**src/sbox_pkg.sv**
```systemverilog
package sbox_pkg;

  localparam int SYMBOL_W   = 6;
  localparam int GF4_W      = 2;
  localparam int PIPE_DEPTH = 3;  // Input, core and output registers.

  typedef logic [SYMBOL_W-1:0] symbol_t;  // Polynomial basis element of GF(2^6).
  typedef logic [GF4_W-1:0]    gf4_t;     // GF(4) element in normal basis.

  // GF(2^6) as three GF(4) coordinates. The first member lands in the top bits,
  // so c0 occupies bits 1:0 as in the bit layout of the S-box datapath.
  typedef struct packed {
    gf4_t c2;
    gf4_t c1;
    gf4_t c0;
  } tower_t;

  typedef struct packed {
    logic    valid;
    symbol_t symbol;
  } beat_t;

  typedef struct packed {
    logic   valid;
    tower_t tower;
  } tower_beat_t;

  // Squaring in a normal basis is a rotation, which for two bits is a swap.
  function automatic gf4_t gf4_sq(gf4_t a);
    gf4_t b;
    b[0] = a[1];
    b[1] = a[0];
    return b;
  endfunction

  function automatic gf4_t gf4_add(gf4_t a, gf4_t b);
    return a ^ b;
  endfunction

  // Normal-basis product. The cross term t is shared by both output bits.
  function automatic gf4_t gf4_mul(gf4_t a, gf4_t b);
    logic t;
    gf4_t c;
    t    = (a[0] & b[1]) ^ (a[1] & b[0]);
    c[0] = (a[1] & b[1]) ^ t;
    c[1] = (a[0] & b[0]) ^ t;
    return c;
  endfunction

  // Polynomial basis modulo x^6 + x^5 + x^4 + x^2 + 1 to tower basis.
  function automatic tower_t to_tower(symbol_t a);
    logic [SYMBOL_W-1:0] b;
    b[0] = a[0] ^ a[1] ^ a[3];
    b[1] = a[0] ^ a[3];
    b[2] = a[0] ^ a[3] ^ a[4];
    b[3] = a[0] ^ a[3] ^ a[5];
    b[4] = a[0];
    b[5] = a[0] ^ a[2] ^ a[5];
    return tower_t'(b);
  endfunction

  // Tower basis back to polynomial basis, the inverse of to_tower.
  function automatic symbol_t from_tower(tower_t t);
    logic [SYMBOL_W-1:0] a;
    symbol_t             b;
    a    = t;
    b[0] = a[4];
    b[1] = a[0] ^ a[1];
    b[2] = a[1] ^ a[3] ^ a[4] ^ a[5];
    b[3] = a[1] ^ a[4];
    b[4] = a[1] ^ a[2];
    b[5] = a[1] ^ a[3];
    return b;
  endfunction

endpackage

```
**src/sbox_input_stage.sv**
```systemverilog
module sbox_input_stage
  import sbox_pkg::*;
(
  input  logic        clk,
  input  logic        reset,
  input  beat_t       in_beat,
  output tower_beat_t tower_in
);

  tower_t converted;

  // The basis change is pure XOR logic ahead of the first register.
  assign converted = to_tower(in_beat.symbol);

  always_ff @(posedge clk) begin
    if (reset) begin
      tower_in <= '0;  // Data cleared too, so idle slots read as zero.
    end else begin
      tower_in.valid <= in_beat.valid;
      tower_in.tower <= converted;
    end
  end

  // An unknown strobe here would propagate down the whole pipeline.
  a_valid_known : assert property (
    @(posedge clk) disable iff (reset)
    !$isunknown(tower_in.valid)
  ) else $error("tower_in.valid is unknown after reset");

endmodule

```
**src/power40_core.sv**
```systemverilog
module power40_core
  import sbox_pkg::*;
(
  input  logic        clk,
  input  logic        reset,
  input  tower_beat_t tower_in,
  output tower_beat_t tower_out
);

  // Intermediate terms of the first half. Index digits name the coordinates
  // that take part, so p02 is the product of squares 0 and 2.
  typedef struct packed {
    gf4_t sq0;
    gf4_t sq1;
    gf4_t sq2;
    gf4_t p01;
    gf4_t p02;
    gf4_t p12;
    gf4_t s01;
    gf4_t s02;
    gf4_t s12;
  } first_half_t;

  first_half_t fh;
  tower_t      result;

  // First half: squares, their pairwise products and the coordinate sums.
  always_comb begin
    fh.sq0 = gf4_sq(tower_in.tower.c0);
    fh.sq1 = gf4_sq(tower_in.tower.c1);
    fh.sq2 = gf4_sq(tower_in.tower.c2);

    fh.p01 = gf4_mul(fh.sq0, fh.sq1);
    fh.p02 = gf4_mul(fh.sq0, fh.sq2);
    fh.p12 = gf4_mul(fh.sq1, fh.sq2);

    fh.s01 = gf4_add(tower_in.tower.c0, tower_in.tower.c1);
    fh.s02 = gf4_add(tower_in.tower.c0, tower_in.tower.c2);
    fh.s12 = gf4_add(tower_in.tower.c1, tower_in.tower.c2);
  end

  // Second half. Each result coordinate pairs a product with the sum of
  // the two coordinates that are not its own index.
  always_comb begin
    result.c0 = gf4_add(fh.p02, fh.s12);
    result.c1 = gf4_add(fh.p01, fh.s02);
    result.c2 = gf4_add(fh.p12, fh.s01);
  end

  always_ff @(posedge clk) begin
    if (reset) begin
      tower_out <= '0;
    end else begin
      tower_out.valid <= tower_in.valid;  // Strobe rides along with its data.
      tower_out.tower <= result;
    end
  end

  a_valid_delay : assert property (
    @(posedge clk) disable iff (reset)
    tower_out.valid == $past(tower_in.valid)
  ) else $error("tower_out.valid is not tower_in.valid delayed by one cycle");

  // Zero has no nonzero power, so the map must keep it at zero.
  a_zero_fixed : assert property (
    @(posedge clk) disable iff (reset)
    tower_in.valid && (tower_in.tower == '0) |=> tower_out.tower == '0
  ) else $error("power map did not send the zero element to zero");

endmodule

```
**src/sbox_output_stage.sv**
```systemverilog
module sbox_output_stage
  import sbox_pkg::*;
(
  input  logic        clk,
  input  logic        reset,
  input  tower_beat_t tower_out,
  output beat_t       out_beat
);

  symbol_t converted;

  assign converted = from_tower(tower_out.tower);  // Back to the input basis.

  always_ff @(posedge clk) begin
    if (reset) begin
      out_beat <= '0;
    end else begin
      out_beat.valid  <= tower_out.valid;
      out_beat.symbol <= converted;
    end
  end

  // The reset edge itself must have left the output strobe low.
  a_idle_after_reset : assert property (
    @(posedge clk)
    $fell(reset) |-> !out_beat.valid
  ) else $error("out_beat.valid is high in the first cycle after reset");

endmodule

```
**src/sbox_power40.sv**
```systemverilog
module sbox_power40
  import sbox_pkg::*;
(
  input  logic  clk,
  input  logic  reset,
  input  beat_t in_beat,
  output beat_t out_beat
);

  tower_beat_t tower_in;   // Input stage to core.
  tower_beat_t tower_out;  // Core to output stage.

  sbox_input_stage u_input_stage (
    .clk      (clk),
    .reset    (reset),
    .in_beat  (in_beat),
    .tower_in (tower_in)
  );

  power40_core u_core (
    .clk       (clk),
    .reset     (reset),
    .tower_in  (tower_in),
    .tower_out (tower_out)
  );

  sbox_output_stage u_output_stage (
    .clk       (clk),
    .reset     (reset),
    .tower_out (tower_out),
    .out_beat  (out_beat)
  );

endmodule

```
**config.mk**
```make
export PLATFORM = sky130hd
export DESIGN_NAME = sbox_power40
export DESIGN_NICKNAME = d
export VERILOG_FILES = /design/src/sbox_pkg.sv /design/src/sbox_input_stage.sv /design/src/power40_core.sv /design/src/sbox_output_stage.sv /design/src/sbox_power40.sv
export SDC_FILE = /design/constraint.sdc
export NUM_CORES = 1
export LEC_CHECK = 0
export ABC_AREA = 1
export BUFFER_PORTS_ARGS = -buffer_cell sky130_fd_sc_hd__buf_2
export CAP_MARGIN = 40
export CELL_PAD_IN_SITES_DETAIL_PLACEMENT = 0
export CELL_PAD_IN_SITES_GLOBAL_PLACEMENT = 1
export CORE_MARGIN = 2
export CORE_UTILIZATION = 40
export CTS_BUF_LIST = sky130_fd_sc_hd__clkbuf_8
export CTS_CLUSTER_DIAMETER = 200
export DETAILED_ROUTE_END_ITERATION = 7
export PLACE_DENSITY_LB_ADDON = 0.3
export SYNTH_ARGS = -nofsm -noshare
export SYNTH_HDL_FRONTEND = slang
export SYNTH_SLANG_ARGS = --single-unit
export TNS_END_PERCENT = 10
```
**constraint.sdc**
```tcl
create_clock -name clk -period 1.4 [get_ports clk]
set_clock_uncertainty 0.2 [all_clocks]
set_input_delay 0.07 -clock clk [delete_from_list [all_inputs] [get_ports clk]]
set_output_delay 0.07 -clock clk [all_outputs]
set_load 0.005 [all_outputs]
```
==> results.toml <==
[grt]
grt_pass1_wl_mm = 3.049
grt_overflow_total = 0
grt_pass1_vias = 801
antenna_found_initial = 0
grt_use_total_pct = 14.50
grt_max_degree = 13

[worst_setup_path]
worstRegToRegCells = 7
cp.arrival_ns = 1.33
rr_startpoint = "u_input_stage.tower_in[1]"
cp_max_fo = 1
cp-start-kind = "input pin"
critical_path_class = "in2reg"
rrSetupSlack_ns = 0.08
crit_required_ns = 1.34
endpoint_kind = "flop"
regToRegEndpoint = "u_core.tower_out[5]"

[sta]
hold_viol = 0
fin_crit_ns = 1.386
hold_ws_ns = 0.09449
fin_crit_sh_pct = 99.02
slew_violations = 0
slew_headroom_pct = 73.55
worst_pin_slew_ns = 0.3963
fmax_ghz = 0.7213
grt_setup_unrepaired = "true"
setup_violations = 0

[detailed_routing]
routed_wl_mm = 1.830
num_vias = 934
wire_per_inst_um = 8.551
ant_nets = 0
drc_errors = 0
drt_iter0_drc = 15
viasPerCell = 4.364
dr.pass1.iters = 4

[layout]
finalNetCount = 200
drive_above_1_share_pct = 15.76
synthToLayoutAreaGrowth_pct = 26.73
antennaDiodeCount = 0
area.sequential_um2 = 426.7
finish.utilization_pct = 53.16
fillers = 231
multi_input_area_um2 = 524.3
finalNonFillerCells = 214

[cts]
clkSlewWorstSetupHoldPaths_ns = 0.07
cts_max_level = 1
clk_latency_ns = 0.25
clock-sinks = 21
cts_buffers = 3
post_cts_buffers = 0
clock_path_buffers = 2
clock-root-buffer = "clkbuf_8"
cts_tree = "done"

[min_path]
hold_depth = 4
min_path_type = "in2reg"
min_to = "u_core.tower_out[2]"
hold_start = "reset"

[synth]
synth_most_common_cell = "nand2_1"
seq_area_frac_synth_pct = 40.83
netlist.area_leader.share_pct = 40.83
yosysTopAreaCell = "dfxtp_1"
synthFlopType = "dfxtp_1"
syn_area_um2 = 1030
avgSynthCellArea_um2 = 6.559
synthArstFlopShare_pct = 0
synth.area.top_cells = "dfxtp_1 (41%), nand2_1 (21%), nor2_1 (11%)"
syn_inst = 157
ys_seq_elements = 21
ys_top_cells_by_count = "nand2_1 (58), nor2_1 (31), inv_1 (26), dfxtp_1 (21)"
ys_types = 11
yosys_warnings = 0
synth_edf_count = 0
synthesis.nets = 172

[die]
rows = 18
io_pins = 16
fp.coreArea_um2 = 2455
initial_core_util_pct = 41.95
die-height_um = 54.74
fp.dieArea_um2 = 2996
die-width_um = 54.74

[outcome]
status = "complete, no violations"

[power]
p_leak_nw = 0.7358
p_per_area_nw_per_um2 = 1063
max-vdd-ir-drop_mv = 1.072

[placement]
post-place-cells = 201
dp.final_hpwl_mm = 1.342
gp_congestion = 0.7708
portBuffers = 15

[job]
maxCapViolCount = 0
==> worst max-delay path by stage <==
stage | cells past startpoint | to | startpoint
floorplan | 7 | u_core.tower_out[3] | u_input_stage.tower_in[1]
global placement | 7 | u_core.tower_out[3] | u_input_stage.tower_in[1]
detailed placement | 7 | u_core.tower_out[5] | u_input_stage.tower_in[1]
CTS | 5 | u_input_stage.tower_in[6] | in_beat[6]
global route | 7 | u_core.tower_out[5] | u_input_stage.tower_in[1]
finish | 5 | u_input_stage.tower_in[6] | in_beat[6]
==> worst max-delay path, cell delays in order <==
cell and delay, ns:
dlygate4sd3_1 0.53, buf_2 0.11, inv_1 0.04, nor2_1 0.03
dlygate4sd3_1 0.55
==> power by group <==
| part | internal (mW) | leakage, nW | switching (mW) |
|---|---|---|---|
| registers | 0.665 | 0.176 | 0.0373 |
| clock network | 0.198 | 0.0255 | 0.180 |
| logic | 0.149 | 0.535 | 0.157 |
==> timing repair <==
| action | in CTS | in global routing |
|---|---|---|
| hold endpoints to repair | 13 | 0 |
| hold buffers | 9 | 0 |
| resized for setup | 0 | 8 |
| endpoints found under the setup margin | 0 | 5 |
==> layer usage <==
metal  part of all wire, %  track usage [%]  wire, um  vias up
met4                  0.55            2.500        10        0
li1                      -                -         -      508
met1                    44            14.17       798      407
met2                    51            28.37       939       17
met5                     0                0         0        -
met3                   4.4            5.738        81        2
==> placed cells by master (no fill, tap or decap) <==
cell type      netlist  layout
clkinv_2             0       1
dfxtp_1             21      16
nand3_1              6       6
dlygate4sd3_1        0       9
buf_4                1       1
dfxtp_2              0       5
clkbuf_8             0       3
buf_2                1      15
nor2_1              31      31
ha_4                 0       2
xor2_1               3       3
and2_2               1       1
nand2_1             58      58
ha_1                 6       4
xnor2_1              3       3
inv_2                0       1
inv_1               26      25
==> state kept, by name (all words and copies together) (netlist names) <==
| signal | flops |
|---|---|
| u_core.tower_out | 7 |
| u_input_stage.tower_in | 7 |
| u_output_stage.out_beat | 7 |
==> layout make-up <==
class | count | area share, %
clock inverter | 1 | 0.3835
timing repair buffer | 25 | 13.23
inverter | 26 | 7.478
sequential | 21 | 32.69
multi-input combinational | 108 | 40.17
tap | 30 | 2.876
clock buffer | 3 | 3.164
==> kinds of logic (layout without fill, tap and decap cells) <==
| group | Yosys count | after routing | share of synthesized area (%) |
|---|---|---|---|
| and+or+nand+nor | 96 | 96 | 36.09 |
| xor gates and xnor gates | 6 | 6 | 5.104 |
| DFF | 21 | 21 | 40.83 |
| adders and majority gates | 6 | 6 | 7.290 |
| buffers and inverters | 28 | 55 | 10.69 |
==> through the flow <==
stage	setup WS (ns)	power (mW)	setup TNS, ns	area (um^2)
after floorplan	0.1724	0.9101	0	1030
after global placement	0.09018	0.9855	0	1137
after detailed placement	0.08106	0.9920	0	1137
after CTS	0.02619	1.392	0	1274
after global routing	-0.005611	1.499	-0.007108	1305
final	0.01365	1.387	0	1305
Power figures use the tool's default switching activity.
